$ cat config.mk
export PLATFORM = sky130hd
export DESIGN_NAME = px_control
export DESIGN_NICKNAME = d
export VERILOG_FILES = /design/src/source/px_bus_pkg.sv /design/src/source/px_state_pkg.sv /design/src/source/px_control.sv /design/src/source/px_bus_requester.sv /design/src/source/px_strobe_sequencer.sv /design/src/source/px_delay_timer.sv /design/src/source/px_state_register.sv
export SDC_FILE = /design/constraint.sdc
export NUM_CORES = 1
export LEC_CHECK = 0
export ABC_CLOCK_PERIOD_IN_PS = 1700
export BUFFER_PORTS_ARGS = -buffer_cell sky130_fd_sc_hd__buf_2
export CORE_ASPECT_RATIO = 0.6
export CORE_MARGIN = 2
export CORE_UTILIZATION = 40
export CTS_BUF_LIST = sky130_fd_sc_hd__clkbuf_4
export DETAILED_ROUTE_END_ITERATION = 8
export GPL_TIMING_DRIVEN = 0
export PLACE_DENSITY = 0.65
export SYNTH_ARGS = -nofsm -noshare
export SYNTH_HDL_FRONTEND = slang
export SYNTH_SLANG_ARGS = --single-unit
$ cat constraint.sdc
create_clock -name got -period 1.7 [get_ports got]
set_input_delay 0 -clock got [delete_from_list [all_inputs] [get_ports got]]
set_output_delay 0 -clock got [all_outputs]
set_load 0.03 [all_outputs]
$ cat src/source/px_bus_pkg.sv
/*
	System bus request timing
	Retry gap after an engaged answer and the no-answer alarm timeout
*/

package px_bus_pkg;

	localparam int RETRY_GAP = 2;	// zg low cycles after ren
	localparam int ALARM_TICKS = 12;	// Max zg high cycles without answer

	localparam int GAP_W = $clog2(RETRY_GAP + 1);	// Retry gap counter width
	localparam int TICK_W = $clog2(ALARM_TICKS + 1);	// Timeout counter width

	// Requester phases
	localparam logic [1:0] RQ_IDLE = 2'd0;
	localparam logic [1:0] RQ_REQ = 2'd1;	// zg raised
	localparam logic [1:0] RQ_GAP = 2'd2;	// Backing off after ren
	localparam logic [1:0] RQ_ACK = 2'd3;	// bus_done cycle

endpackage

$ cat src/source/px_state_pkg.sv
/*
	P-X state control definitions
	State bit positions, delay groups and the states that use the system bus
*/

package px_state_pkg;

	localparam int N_STATES = 16;	// One bit per processor state
	localparam int N_GROUPS = 5;	// Delay groups, one timer each

	typedef logic [N_STATES-1:0] state_word;	// Current state and enter requests

	localparam int ST_P0 = 0;
	localparam int ST_P1 = 1;
	localparam int ST_P2 = 2;
	localparam int ST_P3 = 3;
	localparam int ST_P4 = 4;
	localparam int ST_P5 = 5;
	localparam int ST_K1 = 6;
	localparam int ST_K2 = 7;
	localparam int ST_WP = 8;
	localparam int ST_WA = 9;
	localparam int ST_WZ = 10;
	localparam int ST_WX = 11;
	localparam int ST_WR = 12;
	localparam int ST_WE = 13;
	localparam int ST_WW = 14;
	localparam int ST_WM = 15;

	// Delay group of each state, indexed P0..WM
	localparam int STATE_GROUP [N_STATES] = '{3, 1, 4, 3, 0, 2, 1, 1, 4, 3, 3, 4, 2, 0, 2, 2};

	localparam int GROUP_LEN [N_GROUPS] = '{2, 5, 3, 1, 2};	// Cycles per group

	// States that fetch or store over the system bus
	localparam state_word BUS_STATES = state_word'((1 << ST_P1) | (1 << ST_K1) |
		(1 << ST_K2) | (1 << ST_P5) | (1 << ST_WR) | (1 << ST_WW) | (1 << ST_WM));

	// Strobe sequencer phases
	localparam logic [2:0] PH_WAIT_DELAY = 3'd0;	// Timer running
	localparam logic [2:0] PH_WAIT_BUS = 3'd1;	// Bus cycle pending
	localparam logic [2:0] PH_WAIT_STEP = 3'd2;	// Held for step pulse
	localparam logic [2:0] PH_STROBE1 = 3'd3;
	localparam logic [2:0] PH_STROBE2 = 3'd4;

endpackage
$ cat src/source/px_control.sv
/*
	P-X state control top
	State register, group delay timers, strobe sequencer and bus requester
*/
`timescale 1ns/1ps

module px_control
	import px_state_pkg::*;
(
	input  logic      got,
	input  logic      clo,
	input  state_word enter,	// Enter state requests
	input  logic      mode,	// Step mode
	input  logic      step,
	input  logic      rok,
	input  logic      ren,
	output state_word state,
	output logic      strob1,
	output logic      strob2,
	output logic      zg,
	output logic      awaria
);

	logic [N_GROUPS-1:0] group_start;
	logic [N_GROUPS-1:0] group_done;
	logic                bus_need;
	logic                bus_done;

	px_state_register u_register (
		.got         (got),
		.clo         (clo),
		.enter       (enter),
		.strob2      (strob2),
		.state       (state),
		.group_start (group_start)
	);

	// One timer per delay group, in place of the one-shots
	for (genvar g = 0; g < N_GROUPS; g++) begin : g_timer
		px_delay_timer #(
			.LENGTH (GROUP_LEN[g])
		) u_timer (
			.got   (got),
			.clo   (clo),
			.start (group_start[g]),
			.done  (group_done[g])
		);
	end

	px_strobe_sequencer u_sequencer (
		.got        (got),
		.clo        (clo),
		.group_done (group_done),
		.state      (state),
		.mode       (mode),
		.step       (step),
		.bus_done   (bus_done),
		.bus_need   (bus_need),
		.strob1     (strob1),
		.strob2     (strob2)
	);

	px_bus_requester u_requester (
		.got      (got),
		.clo      (clo),
		.bus_need (bus_need),
		.rok      (rok),
		.ren      (ren),
		.zg       (zg),
		.bus_done (bus_done),
		.awaria   (awaria)
	);

endmodule

$ cat src/source/px_bus_requester.sv
/*
	System bus requester
	Raises zg, retries on ren, completes on rok, alarms when nobody answers
*/
`timescale 1ns/1ps

module px_bus_requester
	import px_bus_pkg::*;
(
	input  logic got,
	input  logic clo,
	input  logic bus_need,	// Sequencer wants the bus
	input  logic rok,	// Request accepted
	input  logic ren,	// Bus engaged, retry
	output logic zg,	// Bus request
	output logic bus_done,	// Request finished, one cycle
	output logic awaria	// No-answer alarm, sticky
);

	logic [1:0]        phase;
	logic [GAP_W-1:0]  gap;	// Retry gap countdown
	logic [TICK_W-1:0] tick;	// Cycles zg has waited

	always_ff @(posedge got or posedge clo) begin
		if (clo) begin
			phase <= RQ_IDLE;
			gap <= '0;
			tick <= '0;
			awaria <= 1'b0;
		end else begin
			case (phase)
				RQ_IDLE: begin
					tick <= '0;
					if (bus_need)
						phase <= RQ_REQ;
				end
				RQ_REQ: begin
					tick <= tick + 1'b1;
					if (rok) begin
						phase <= RQ_ACK;	// Accepted
					end else if (ren) begin
						phase <= RQ_GAP;
						gap <= GAP_W'(RETRY_GAP - 1);
					end else if (tick == TICK_W'(ALARM_TICKS - 1)) begin
						phase <= RQ_ACK;	// Give up, let the state finish
						awaria <= 1'b1;
					end
				end
				RQ_GAP: begin
					tick <= '0;	// Fresh timeout per request
					if (gap == '0)
						phase <= RQ_REQ;	// Raise zg again
					else
						gap <= gap - 1'b1;
				end
				RQ_ACK: begin
					tick <= '0;
					phase <= RQ_IDLE;	// bus_need drops with this cycle
				end
				default: phase <= RQ_IDLE;
			endcase
		end
	end

	assign zg = (phase == RQ_REQ);
	assign bus_done = (phase == RQ_ACK);

endmodule

$ cat src/source/px_strobe_sequencer.sv
/*
	P-X strobe sequencer
	Waits for the state delay, bus cycle and step, then issues strob1 and strob2
*/
`timescale 1ns/1ps

module px_strobe_sequencer
	import px_state_pkg::*;
(
	input  logic                got,
	input  logic                clo,
	input  logic [N_GROUPS-1:0] group_done,	// Timer completions
	input  state_word           state,
	input  logic                mode,	// Step mode
	input  logic                step,	// Step pulse
	input  logic                bus_done,	// Bus cycle finished
	output logic                bus_need,	// Level, held until bus_done
	output logic                strob1,
	output logic                strob2
);

	logic [2:0] phase;
	logic       done_any;	// Any timer expired
	logic       is_bus;	// Current state uses the bus

	assign done_any = |group_done;
	assign is_bus = |(state & BUS_STATES);

	always_ff @(posedge got or posedge clo) begin
		if (clo) begin
			phase <= PH_WAIT_DELAY;
		end else begin
			case (phase)
				PH_WAIT_DELAY: begin
					if (done_any) begin
						if (is_bus)
							phase <= PH_WAIT_BUS;	// Bus first
						else if (mode)
							phase <= PH_WAIT_STEP;
						else
							phase <= PH_STROBE1;
					end
				end
				PH_WAIT_BUS: begin
					if (bus_done)
						phase <= mode ? PH_WAIT_STEP : PH_STROBE1;
				end
				PH_WAIT_STEP: begin
					if (step)
						phase <= PH_STROBE1;	// One state per step
				end
				PH_STROBE1: phase <= PH_STROBE2;
				PH_STROBE2: phase <= PH_WAIT_DELAY;	// New state loads here
				default: phase <= PH_WAIT_DELAY;
			endcase
		end
	end

	// Raised with done so zg follows one cycle later
	assign bus_need = (phase == PH_WAIT_BUS) ||
		((phase == PH_WAIT_DELAY) && done_any && is_bus);

	assign strob1 = (phase == PH_STROBE1);
	assign strob2 = (phase == PH_STROBE2);

endmodule

$ cat src/source/px_delay_timer.sv
/*
	Counting state delay
	Replaces one 74123 one-shot, done pulses LENGTH cycles after the start cycle
*/
`timescale 1ns/1ps

module px_delay_timer #(
	parameter int LENGTH = 1	// Delay in got cycles, at least 1
) (
	input  logic got,
	input  logic clo,
	input  logic start,	// Trigger, one cycle
	output logic done	// End of delay, one cycle
);

	localparam int CNT_W = $clog2(LENGTH + 1);

	logic [CNT_W-1:0] cnt;	// Remaining cycles

	always_ff @(posedge got or posedge clo) begin
		if (clo) begin
			cnt <= '0;
			done <= 1'b0;
		end else if (start) begin
			cnt <= CNT_W'(LENGTH - 1);	// Retrigger restarts the delay
			done <= (LENGTH == 1);	// Shortest delay ends at once
		end else if (cnt != '0) begin
			cnt <= cnt - 1'b1;
			done <= (cnt == CNT_W'(1));	// Last count
		end else begin
			done <= 1'b0;
		end
	end

endmodule

$ cat src/source/px_state_register.sv
/*
	P-X state register
	One-hot processor state, next state selection and delay group start pulses
*/
`timescale 1ns/1ps

module px_state_register
	import px_state_pkg::*;
(
	input  logic                got,
	input  logic                clo,
	input  state_word           enter,	// Enter requests, lowest wins
	input  logic                strob2,	// Advance strobe
	output state_word           state,
	output logic [N_GROUPS-1:0] group_start	// One pulse per entered state
);

	state_word lowest;	// Lowest requested state
	state_word next_state;
	logic      new_state;	// State was just loaded

	// Isolate lowest set bit of the request vector
	assign lowest = enter & (~enter + state_word'(1));

	always_comb begin
		if (lowest == '0)
			next_state = state_word'(1) << ST_P0;	// Nothing requested, back to P0
		else
			next_state = lowest;
	end

	always_ff @(posedge got or posedge clo) begin
		if (clo) begin
			state <= state_word'(1) << ST_P0;	// Power-up in P0
			new_state <= 1'b1;	// Kick P0's timer after reset
		end else begin
			new_state <= strob2;
			if (strob2)
				state <= next_state;
		end
	end

	// Route the new state to its group's timer
	always_comb begin
		group_start = '0;
		for (int i = 0; i < N_STATES; i++) begin
			if (new_state && state[i])
				group_start[STATE_GROUP[i]] = 1'b1;
		end
	end

endmodule

==> impl_metrics.csv, run 1 <==
group,metric,value,unit
run_status,status,"completed",
sta,fin_tns_setup,0,ns
detailed_routing,detail_route.drc_violations,0,
yosys,synthTopCellsByCount,"sky130_fd_sc_hd__dfrtp_1 (41), sky130_fd_sc_hd__nand2_1 (31), sky130_fd_sc_hd__nor2_1 (19), sky130_fd_sc_hd__inv_1 (16)",
critical_path,timing.critical_path.slowest_stage_cell,"sky130_fd_sc_hd__or3b_4",
global_routing,grt_start_max_net_pins,44,
global_routing,groute.usage.overall,0.169,
layout,regArea,0.00108,mm^2
yosys,synth-seq-cells,43,
yosys,synth_enable_flop_cells,0,
critical_path,critical-path-max-stage-delay,0.47,ns
clocking,number_of_buffers_created_by_cts,5,
yosys,synth_ff_type,"sky130_fd_sc_hd__dfrtp_1",
yosys,synth.yosys.warnings,0,
layout,share_of_layout_cells_above_drive_strength_1,0.242,
job,drv_cap,0,
layout,fillCellCount,455,
layout,area_growth_syn_to_layout,31.2,%
global_routing,global_route.overflow_total,0,
yosys,synthesis.instances,211,
critical_path,worst-setup-path-type,"reg2out",
yosys,synth_async_sr_flop_share,1.00,
pwr,power_density,602,mW/mm^2
placement,port_buffers,41,
sta,worst_slew_margin,0.631,
layout,number_of_diodes_added_for_antenna_fixing,0,
floorplan,placementRows,20,
layout,multi_input_area,956,um^2
yosys,synth.largest_area_cell,"sky130_fd_sc_hd__dfrtp_1",
yosys,synth.avg_cell_area,10.0,um^2
pwr,maximum_vdd_drop,0.000306,V
detailed_routing,vias,1745,
sta,rsz0062_at_grt,"no",
pwr,clock_power_share,0.308,
yosys,yosys.cell_types.count,42,
pwr,p_leak,1.34,nW
detailed_routing,routed_via_density,4.92,
sta,maxSlewViolCount,0,
pwr,pwr-share-seq,0.613,
placement,gp_routability_congestion,0.753,
yosys,synthMostInstantiatedCell,"sky130_fd_sc_hd__dfrtp_1",
pwr,power.switching,0.000403,W
detailed_routing,drt-pass1-iter-count,4,
placement,postPlaceCellArea,0.00242,mm^2
floorplan,die_y,60.4,um
hold_path,hold_path.class,"in2async",
sta,skew,0.0153,ns
detailed_routing,routed_antenna_nets,0,
detailed_routing,post_drt_wl_per_cell,13.3,um
critical_path,cp_data_arrival_time,1.63,ns
sta,max_clock_freq,615,MHz
placement,hpwlAfterDp,3280,um
critical_path,critical_path.startpoint_type,"flop",
sta,tightest_slew,0.548,ns
floorplan,floorplan.initialDensity,0.417,
global_routing,via_count_of_the_first_global_routing_pass,1618,
critical_path,cp_max_fo,6,
floorplan,boundaryPins,42,
pwr,share_comb_of_total_power,0.079,
yosys,postSynthNetCount,244,
detailed_routing,wire_length_reported_by_the_detailed_router,4740,um
critical_path,critical_path_required,1.70,ns
clocking,clock-root-buffer,"sky130_fd_sc_hd__clkbuf_4",
yosys,synth_sequential_area_ratio,0.509,
critical_path,crit_path_cell_trace,"or3b_4, clkinvlp_4, clkbuf_4",
floorplan,floorplan.die.width,97.9,um
floorplan,core_area,0.00508,mm^2
yosys,yosys.area.top_type_share,0.485,
pwr,power,0.00167,W
detailed_routing,detail_route.iter0.violations,88,
sta,final_min_period_over_clock_period,0.956,
layout,fin_nets,321,
clocking,number_of_h_tree_branching_levels,2,
clocking,cts.clk_slew.worst_paths,0.13,ns
sta,timing_hold_violations_final,0,
critical_path,setup.worst_path.end_class,"primary output",
yosys,synth_area_leaders,"sky130_fd_sc_hd__dfrtp_1 (48%), sky130_fd_sc_hd__ha_1 (6.5%), sky130_fd_sc_hd__nand2_1 (5.5%), sky130_fd_sc_hd__nor2_1 (3.4%), sky130_fd_sc_hd__inv_1 (2.8%)",
sta,finalCriticalPeriod,1.63,ns
clocking,clkLatencyLatePin,0.36,ns
layout,design_area,0.00278,mm^2
sta,setup_viol,0,
clocking,tritoncts,"yes",
critical_path,path_buf_inv,2,
floorplan,die-area,0.00591,mm^2
pwr,internal-power,0.00127,W
critical_path,crit_family,"simple AND/OR/NAND/NOR gates",
yosys,syn-cell-area,0.00212,mm^2
global_routing,grt_first_pass_wirelength,7670,um
clocking,max-clock-path-buffers,2,
clocking,cts_sinks,43,
pwr,power_switching_share,0.241,
global_routing,antenna_found_initial,0,
[metrics by stage]
| step | worst slack, ns | util | hold WS, ns | std cells |
|---|---|---|---|---|
| after floorplan | 0.160 | - | 0.0944 | 211 |
| after global placement | 0.108 | 0.473 | 0.247 | 318 |
| after detailed placement | 0.174 | 0.477 | 0.0505 | 319 |
| after CTS | 0.00387 | 0.543 | 0.194 | 354 |
| after global routing | 0.00624 | 0.547 | 0.196 | 355 |
| final | 0.0740 | 0.547 | 0.190 | 355 |
[power by group through the flow]
stage	logic (W)	clock network (W)	registers (W)
after global placement	0.0000813	0	0.00104
after CTS	0.000132	0.000534	0.00102
after detailed placement	0.0000883	0	0.00104
final	0.000133	0.000515	0.00102
after floorplan	0.0000319	0	0.00104
after global routing	0.000146	0.000588	0.00102
[sequential cells by signal, indices dropped and copies added (netlist names)]
name / flops
u_register.state: 16
g_timer.u_timer.cnt: 9
g_timer.u_timer.done: 5
u_requester.tick: 4
u_sequencer.phase: 3
u_requester.gap: 2
u_requester.phase: 2
u_register.new_state: 1
u_requester.awaria: 1
[layout make-up]
type | instances | area share
Tap cell | 66 | 0.0297
Clock inverter | 2 | 0.00450
Buffer | 2 | 0.00541
Sequential cell | 43 | 0.390
Inverter | 16 | 0.0230
Timing Repair Buffer | 72 | 0.187
Clock buffer | 6 | 0.0162
Multi-Input combinational cell | 148 | 0.344
[cells by family (layout without fill, tap and decap cells)]
| kind of cell | Yosys count | after routing | synth area share |
|---|---|---|---|
| buf+inv | 20 | 98 | 0.0390 |
| xor+xnor | 6 | 6 | 0.0248 |
| simple gates | 95 | 95 | 0.233 |
| mux | 4 | 4 | 0.0195 |
| fa+ha+maj | 11 | 11 | 0.0650 |
| compound gates | 32 | 32 | 0.109 |
| flops | 43 | 43 | 0.509 |
[layer usage]
| layer | global-route usage | share of wire | wire (um) | up-vias |
|---|---|---|---|---|
| li1 | - | - | - | 876 |
| met1 | 0.224 | 0.50 | 2390 | 832 |
| met2 | 0.271 | 0.44 | 2070 | 31 |
| met3 | 0.0611 | 0.051 | 242 | 6 |
| met4 | 0.0417 | 0.0087 | 41 | 0 |
| met5 | 0 | 0 | 0 | - |
[worst register-to-register path, cell delays in order, from the launching register on]
cell                            delay [ns]
sky130_fd_sc_hd__dfrtp_2              0.47
sky130_fd_sc_hd__nor3b_1              0.33
sky130_fd_sc_hd__a32oi_1              0.10
sky130_fd_sc_hd__dlygate4sd3_1        0.58
sky130_fd_sc_hd__nand2_1              0.07
[cells in the final DEF (no fill, tap or decap), drive strengths merged, types with 6 or more instances in the layout]
cell and n:
inv 15, ha 11, nand2b 9, o21ai 14, nor2 19, nand3 7
nand2 31, dfrtp 41, and2 6, buf 45, dlygate4sd3 27, nor3 7
clkbuf 8
[repair_timing]
item                                   CTS  global route
buffers inserted                         0             3
setup endpoints to repair                1             3
hold buffers                            27             0
gates resized for setup                  1             4
endpoints found under the hold margin   63             0
[final timing paths]
kind                                                  start                               end  slack [ns]  cells past startpoint
hold reg to reg               u_requester.tick[0]$_DFF_PP0_     u_requester.tick[0]$_DFF_PP0_        0.47                      1
max in group asynchronous                               clo   u_register.state[0]$_DFFE_PP1P_        1.24                      4
setup / recovery           u_sequencer.phase[0]$_DFFE_PP0P_                            strob2        0.07                      3
min in group got                                   enter[5]   u_register.state[6]$_DFFE_PP0P_        0.41                      3
setup reg to reg           u_sequencer.phase[2]$_DFFE_PP0P_  u_sequencer.phase[0]$_DFFE_PP0P_        0.09                      4
hold / removal                                          clo  u_requester.phase[0]$_DFFE_PP0P_        0.19                      4
No activity file was read; power rests on OpenSTA's default activity.
==> run 2, diff against run 1 <==
--- a/config.mk
+++ b/config.mk
@@ -5,6 +5,7 @@
 export SDC_FILE = /design/constraint.sdc
 export NUM_CORES = 1
 export LEC_CHECK = 0
+export ABC_AREA = 1
 export ABC_CLOCK_PERIOD_IN_PS = 1700
 export BUFFER_PORTS_ARGS = -buffer_cell sky130_fd_sc_hd__buf_2
 export CORE_ASPECT_RATIO = 0.6
==> constraint.sdc (replaced) <==
create_clock -name got -period 1.7 [get_ports got]
set_input_delay 0 -clock got [delete_from_list [all_inputs] [get_ports got]]
set_output_delay 0 -clock got [all_outputs]
set_load 0.005 [all_outputs]
==> impl_metrics.csv, run 2 <==
group,metric,value,unit
run_status,status,"completed",
clocking,cts.clk_slew.worst_paths,0.13,ns
placement,pre_cts_slack,0.279,ns
detailed_routing,drt-pass1-iter-count,4,
placement,gp_routability_congestion,0.962,
hold_path,hold_path.class,"in2reg",
clocking,tritoncts,"yes",
critical_path,worst-setup-path-type,"reg2reg",
global_routing,grt_start_max_net_pins,29,
pwr,power.switching,0.00141,W
detailed_routing,wire_length_reported_by_the_detailed_router,5020,um
detailed_routing,routed_via_density,4.60,
layout,largestRegisters,"u_register.state: 16 flops, g_timer.u_timer.cnt: 9 flops, g_timer.u_timer.done: 5 flops",
pwr,power_switching_share,0.398,
layout,design_area,0.00281,mm^2
detailed_routing,vias,1956,
layout,number_of_diodes_added_for_antenna_fixing,0,
floorplan,placementRows,21,
hold_path,hold_wc_startpoint,"enter[12]",
yosys,synth_enable_flop_cells,0,
sta,maxSlewViolCount,0,
pwr,internal-power,0.00213,W
layout,finish.utilization,0.507,
critical_path,timing.critical_path.slowest_stage_cell,"sky130_fd_sc_hd__dlygate4sd3_1",
yosys,synth_area_leaders,"sky130_fd_sc_hd__dfrtp_1 (45%), sky130_fd_sc_hd__nand2_1 (8.5%), sky130_fd_sc_hd__nor2_1 (8.4%), sky130_fd_sc_hd__inv_1 (7.2%), sky130_fd_sc_hd__ha_1 (6.0%)",
layout,fin_nets,377,
floorplan,floorplan.die.width,102,um
critical_path,critical_path.reg2reg.startpoint,"u_requester.tick[0]$_DFF_PP0_",
clocking,cts_sinks,43,
sta,final_min_period_over_clock_period,0.953,
yosys,synthesis.instances,280,
clocking,clock-root-buffer,"sky130_fd_sc_hd__clkbuf_4",
detailed_routing,routed_antenna_nets,0,
clocking,number_of_buffers_created_by_cts,5,
placement,port_buffers,41,
global_routing,groute.usage.overall,0.173,
critical_path,critical_path_required,1.95,ns
layout,area_growth_syn_to_layout,23.1,%
pwr,maximum_vdd_drop,0.000547,V
critical_path,cp_max_fo,3,
floorplan,die-area,0.00635,mm^2
sta,fin_tns_setup,0,ns
layout,top_register_by_number_of_flip_flops,"u_register.state",
yosys,synth.yosys.warnings,0,
pwr,pwr-share-seq,0.446,
job,drv_cap,0,
sta,max_clock_freq,617,MHz
clocking,clkLatencyLatePin,0.35,ns
yosys,yosys.area.top_type_share,0.449,
detailed_routing,detail_route.iter0.violations,104,
yosys,postSynthNetCount,313,
global_routing,antenna_found_initial,0,
yosys,synth_sequential_area_ratio,0.472,
global_routing,global_route.overflow_total,0,
layout,largest_reg_flops,16,
pwr,clock_power_share,0.137,
sta,tightest_slew,0.361,ns
detailed_routing,post_drt_wl_per_cell,11.8,um
clocking,number_of_h_tree_branching_levels,2,
floorplan,die_y,62.5,um
critical_path,cp_data_arrival_time,1.87,ns
yosys,synth.avg_cell_area,8.16,um^2
sta,fin_hold_ws,0.0155,ns
yosys,synthMostInstantiatedCell,"sky130_fd_sc_hd__nand2_1",
global_routing,via_count_of_the_first_global_routing_pass,1842,
placement,hpwlAfterDp,3870,um
floorplan,floorplan.initialDensity,0.412,
floorplan,core_area,0.00554,mm^2
critical_path,critical_path.startpoint_type,"flop",
sta,worst_slew_margin,0.759,
sta,setup_ws,0.0793,ns
yosys,synth.largest_area_cell,"sky130_fd_sc_hd__dfrtp_1",
layout,most_used_cells_in_the_layout_excluding_fill_and_tap_cells,"sky130_fd_sc_hd__nor2_1 (51), sky130_fd_sc_hd__nand2_1 (51), sky130_fd_sc_hd__inv_1 (43)",
yosys,yosys.cell_types.count,32,
clocking,max-clock-path-buffers,2,
critical_path,critical-path-max-stage-delay,0.55,ns
yosys,synth_ff_type,"sky130_fd_sc_hd__dfrtp_1",
pwr,p_leak,1.50,nW
floorplan,boundaryPins,42,
pwr,power_density,1260,mW/mm^2
yosys,synth-seq-cells,43,
global_routing,grt_first_pass_wirelength,8670,um
sta,finalCriticalPeriod,1.62,ns
pwr,share_comb_of_total_power,0.417,
layout,share_of_layout_cells_above_drive_strength_1,0.220,
yosys,synthTopCellsByCount,"sky130_fd_sc_hd__nand2_1 (52), sky130_fd_sc_hd__nor2_1 (51), sky130_fd_sc_hd__inv_1 (44), sky130_fd_sc_hd__dfrtp_1 (41), sky130_fd_sc_hd__nand3_1 (14)",
critical_path,setup.worst_path.end_class,"flop",
critical_path,crit_path_cell_trace,"ha_1, nand2_1, nor2_1, a31o_2, dlygate4sd3_1",
sta,skew,0.00942,ns
sta,setup_viol,0,
placement,postPlaceCellArea,0.00261,mm^2
sta,timing_hold_violations_final,0,
yosys,syn-cell-area,0.00228,mm^2
critical_path,worstSetupStartpoint,"u_requester.tick[0]$_DFF_PP0_",
yosys,synth_async_sr_flop_share,1.00,
detailed_routing,detail_route.drc_violations,0,
## run 2: cell count changes after synthesis, moves of 4 or more
cell	before	now
sky130_fd_sc_hd__nor2_1	19	51
sky130_fd_sc_hd__o21ai_2	0	8
sky130_fd_sc_hd__nand2_1	31	52
sky130_fd_sc_hd__nand3_1	7	14
sky130_fd_sc_hd__and2_1	6	0
sky130_fd_sc_hd__o31ai_1	1	6
sky130_fd_sc_hd__nor2_2	0	4
sky130_fd_sc_hd__nand2b_1	9	0
sky130_fd_sc_hd__inv_1	16	44
## run 2: power groups by stage
stage	clock, W	sequential (W)	combinational (W)
2_1_floorplan	0	0.00155	0.00108
3_3_place_gp	0	0.00159	0.00139
3_5_place_dp	0	0.00160	0.00144
4_1_cts	0.000504	0.00158	0.00147
5_1_grt	0.000555	0.00162	0.00174
6_report	0.000485	0.00158	0.00148
## run 2: routing by layer
metal	vias to the layer above	GRT usage	part of all wire	wire length, um
li1	1019	-	-	-
met1	900	0.272	0.54	2690
met2	33	0.234	0.40	2030
met3	4	0.0470	0.051	257
met4	0	0.0405	0.0082	41
met5	-	0	0	0
## run 2: logic make-up (layout without fill, tap and decap cells)
| logic type | after synthesis | in the layout | share of synthesized area |
|---|---|---|---|
| AND/OR/NAND/NOR | 135 | 135 | 0.249 |
| buffers and inverters | 49 | 114 | 0.0882 |
| flip-flops | 43 | 43 | 0.472 |
| AO/OA/AOI/OAI | 38 | 38 | 0.115 |
| adder cells (fa/ha/maj) | 11 | 11 | 0.0602 |
| XOR/XNOR | 4 | 4 | 0.0153 |
## run 2: path summary, 6_finish.rpt
kind / to / slack [ns] / depth (start not counted)
max: u_requester.awaria$_DFFE_PP0P_ / 0.08 / 5
min: u_register.state[12]$_DFFE_PP0P_ / 0.02 / 5
max in group asynchronous: u_register.state[0]$_DFFE_PP1P_ / 1.02 / 4
min in group asynchronous: u_requester.tick[2]$_DFF_PP0_ / 0.15 / 3
min reg2reg: u_register.state[0]$_DFFE_PP1P_ / 0.49 / 2
max reg2reg: u_requester.awaria$_DFFE_PP0P_ / 0.08 / 5
## run 2: area by class of cell
| class | count | area (um^2) |
|---|---|---|
| fillers | 546 | 2730 |
| multi-input cells | 188 | 1010 |
| well taps | 80 | 100 |
| clock inverters | 3 | 15.0 |
| plain buffers | 2 | 25.0 |
| clock buffers | 5 | 37.5 |
| inverters | 47 | 176 |
| flip-flops and latches | 43 | 1080 |
| repair buffers | 57 | 373 |
## run 2: repair_timing
| item | 4_1_cts | 5_1_grt |
|---|---|---|
| endpoints found under the hold margin | 54 | 0 |
| buffers inserted | 0 | 1 |
| hold buffers | 14 | 0 |
| setup endpoints to repair | 0 | 1 |
| resized for setup | 0 | 1 |
## run 2: per-stage QoR
stage / std cells / total power, W
finish: 425 / 0.00354
global route: 425 / 0.00392
CTS: 424 / 0.00355
detailed placement: 402 / 0.00304
global placement: 401 / 0.00299
floorplan: 280 / 0.00264
## run 2: critical path, delay by kind of cell (launching register included)
kind | cells | cell delay (ns)
buffers and inverters | 1 | 0.55
flip-flops | 1 | 0.40
adder cells (fa/ha/maj) | 1 | 0.23
AO/OA/AOI/OAI | 1 | 0.23
AND/OR/NAND/NOR | 2 | 0.11
==> run 3, diff against run 2 <==
--- a/config.mk
+++ b/config.mk
@@ -8,7 +8,7 @@
 export ABC_AREA = 1
 export ABC_CLOCK_PERIOD_IN_PS = 1700
 export BUFFER_PORTS_ARGS = -buffer_cell sky130_fd_sc_hd__buf_2
-export CORE_ASPECT_RATIO = 0.6
+export CORE_ASPECT_RATIO = 1.75
 export CORE_MARGIN = 2
 export CORE_UTILIZATION = 40
 export CTS_BUF_LIST = sky130_fd_sc_hd__clkbuf_4
==> impl_metrics.csv, run 3 (synthesized netlist as in run 2, its figures left out) <==
group,metric,value,unit
clocking,number_of_buffers_created_by_cts,5,
clocking,cts_sinks,43,
clocking,clkLatencyLatePin,0.34,ns
clocking,number_of_h_tree_branching_levels,2,
clocking,max-clock-path-buffers,2,
detailed_routing,routed_via_density,4.85,
critical_path,crit_path_cell_trace,"ha_1, nand2_1, nor2_1, a31o_2, dlygate4sd3_1",
global_routing,groute.usage.overall,0.175,
sta,rsz0062_at_grt,"no",
global_routing,via_count_of_the_first_global_routing_pass,2079,
pwr,p_leak,1.49,nW
critical_path,critical_path.reg2reg.startpoint,"u_requester.tick[0]$_DFF_PP0_",
critical_path,critical_path.startpoint_type,"flop",
sta,setup_viol,0,
floorplan,die_y,104,um
floorplan,die-area,0.00636,mm^2
floorplan,floorplan.initialDensity,0.412,
detailed_routing,routed_antenna_nets,0,
sta,tightest_slew,0.334,ns
placement,numPlacedInstances,398,
detailed_routing,detail_route.drc_violations,0,
pwr,maximum_vdd_drop,0.000493,V
sta,maxSlewViolCount,0,
sta,fin_tns_setup,0,ns
layout,design_area,0.00280,mm^2
sta,skew,0.00246,ns
detailed_routing,drt-pass1-iter-count,5,
layout,largest_reg_flops,16,
floorplan,floorplan.die.width,61.1,um
placement,postPlaceCellArea,0.00261,mm^2
global_routing,antenna_found_initial,0,
critical_path,cp_max_fo,3,
sta,setup_ws,0.0745,ns
clocking,tritoncts,"yes",
critical_path,timing.critical_path.slowest_stage_cell,"sky130_fd_sc_hd__dlygate4sd3_1",
sta,final_min_period_over_clock_period,0.956,
sta,timing_hold_violations_final,0,
job,drv_cap,0,
placement,hpwlAfterDp,3970,um
placement,gp_routability_congestion,0.848,
layout,most_used_cells_in_the_layout_excluding_fill_and_tap_cells,"sky130_fd_sc_hd__nand2_1 (52), sky130_fd_sc_hd__nor2_1 (51), sky130_fd_sc_hd__inv_1 (43)",
global_routing,grt_first_pass_wirelength,8380,um
critical_path,r2r.worst_path.cells,5,
placement,pre_cts_slack,0.305,ns
layout,top_register_by_number_of_flip_flops,"u_register.state",
critical_path,path_buf_inv,1,
clocking,cts.clk_slew.worst_paths,0.12,ns
critical_path,worst-setup-path-type,"reg2reg",
global_routing,global_route.overflow_total,0,
sta,worst_slew_margin,0.775,
floorplan,boundaryPins,42,
critical_path,worstSetupStartpoint,"u_requester.tick[0]$_DFF_PP0_",
detailed_routing,wire_length_reported_by_the_detailed_router,5100,um
hold_path,hold_path_end,"u_register.state[4]$_DFFE_PP0P_",
critical_path,critical_path_required,1.94,ns
critical_path,critical-path-max-stage-delay,0.55,ns
layout,area_growth_syn_to_layout,22.7,%
floorplan,core_area,0.00554,mm^2
detailed_routing,vias,2036,
floorplan,placementRows,36,
layout,count_of_non_filler_cells_in_the_finished_layout,420,
layout,fillCellCount,556,
hold_path,hold_wc_startpoint,"enter[1]",
pwr,power_density,1260,mW/mm^2
global_routing,grt_start_max_net_pins,40,
layout,most_common_library_cell_in_the_layout_ignoring_fill_and_taps,"sky130_fd_sc_hd__nand2_1",
layout,number_of_diodes_added_for_antenna_fixing,0,
placement,port_buffers,41,
detailed_routing,post_drt_wl_per_cell,12.2,um
critical_path,setup.worst_path.end_class,"flop",
critical_path,setup_slack_of_the_worst_register_to_register_path,0.07,ns
detailed_routing,detail_route.iter0.violations,74,
critical_path,cp_data_arrival_time,1.86,ns
layout,fin_nets,376,
critical_path,crit_family,"buffers and inverters",
hold_path,hold_path.class,"in2reg",
sta,max_clock_freq,615,MHz
critical_path,worst_r2r_endpoint,"u_requester.awaria$_DFFE_PP0P_",
layout,share_of_layout_cells_above_drive_strength_1,0.215,
hold_path,whs_path_depth,4,
sta,finalCriticalPeriod,1.63,ns
run_status,status,"completed",
layout,largestRegisters,"u_register.state: 16 flops, g_timer.u_timer.cnt: 9 flops, g_timer.u_timer.done: 5 flops",
clocking,clock-root-buffer,"sky130_fd_sc_hd__clkbuf_4",
[run 3: area by class of cell]
cell class,count,area [um^2],share of cell area
Clock inverter,1,5.00,0.00179
Clock buffer,7,52.6,0.0187
Inverter,47,176,0.0629
Tap cell,76,95.1,0.0339
Buffer,2,25.0,0.00893
Timing Repair Buffer,56,365,0.130
Multi-Input combinational cell,188,1000,0.358
Sequential cell,43,1080,0.385
[run 3: report_power, final]
group | internal (W) | switching, W | leakage [nW]
sequential | 0.00136 | 0.000220 | 0.554
clock | 0.000194 | 0.000310 | 0.0361
combinational | 0.000605 | 0.000834 | 0.902
total | 0.00216 | 0.00136 | 1.49
[run 3: worst reg2reg max path, delay by kind of cell (launching register included)]
family | cells | cell delay [ns]
adder cells (fa/ha/maj) | 1 | 0.23
AO/OA/AOI/OAI | 1 | 0.22
flip-flops | 1 | 0.41
AND/OR/NAND/NOR | 2 | 0.11
buffers and inverters | 1 | 0.55
[run 3: how the worst max path moves through the flow]
stage                                  endpoint  cells past startpoint
2_1_floorplan   u_register.state[2]$_DFFE_PP0P_                      7
3_3_place_gp    u_register.state[6]$_DFFE_PP0P_                      2
3_5_place_dp   u_register.state[11]$_DFFE_PP0P_                      7
4_1_cts          u_requester.awaria$_DFFE_PP0P_                      5
5_1_grt          u_requester.awaria$_DFFE_PP0P_                      5
6_report         u_requester.awaria$_DFFE_PP0P_                      5
[run 3: routing by layer]
layer,share of wire,wire length (um),up-vias,track usage
met5,0,0,-,0
met2,0.55,2790,61,0.319
met1,0.36,1840,947,0.165
li1,-,-,1005,-
met3,0.040,206,23,0.0336
met4,0.053,270,0,0.106
[run 3: repair_timing]
item	in CTS	in global routing
setup endpoints to repair	0	0
endpoints found under the hold margin	56	0
setup buffers	0	0
resized for setup	0	0
hold buffers	14	0
[run 3: per-stage QoR]
stage	util	hold WS (ns)	power, W
finish	0.506	0.0117	0.00352
global route	0.506	0.00405	0.00387
detailed placement	0.470	-0.108	0.00305
floorplan	-	0.109	0.00264
global placement	0.467	0.233	0.00298
CTS	0.506	0.0000657	0.00358
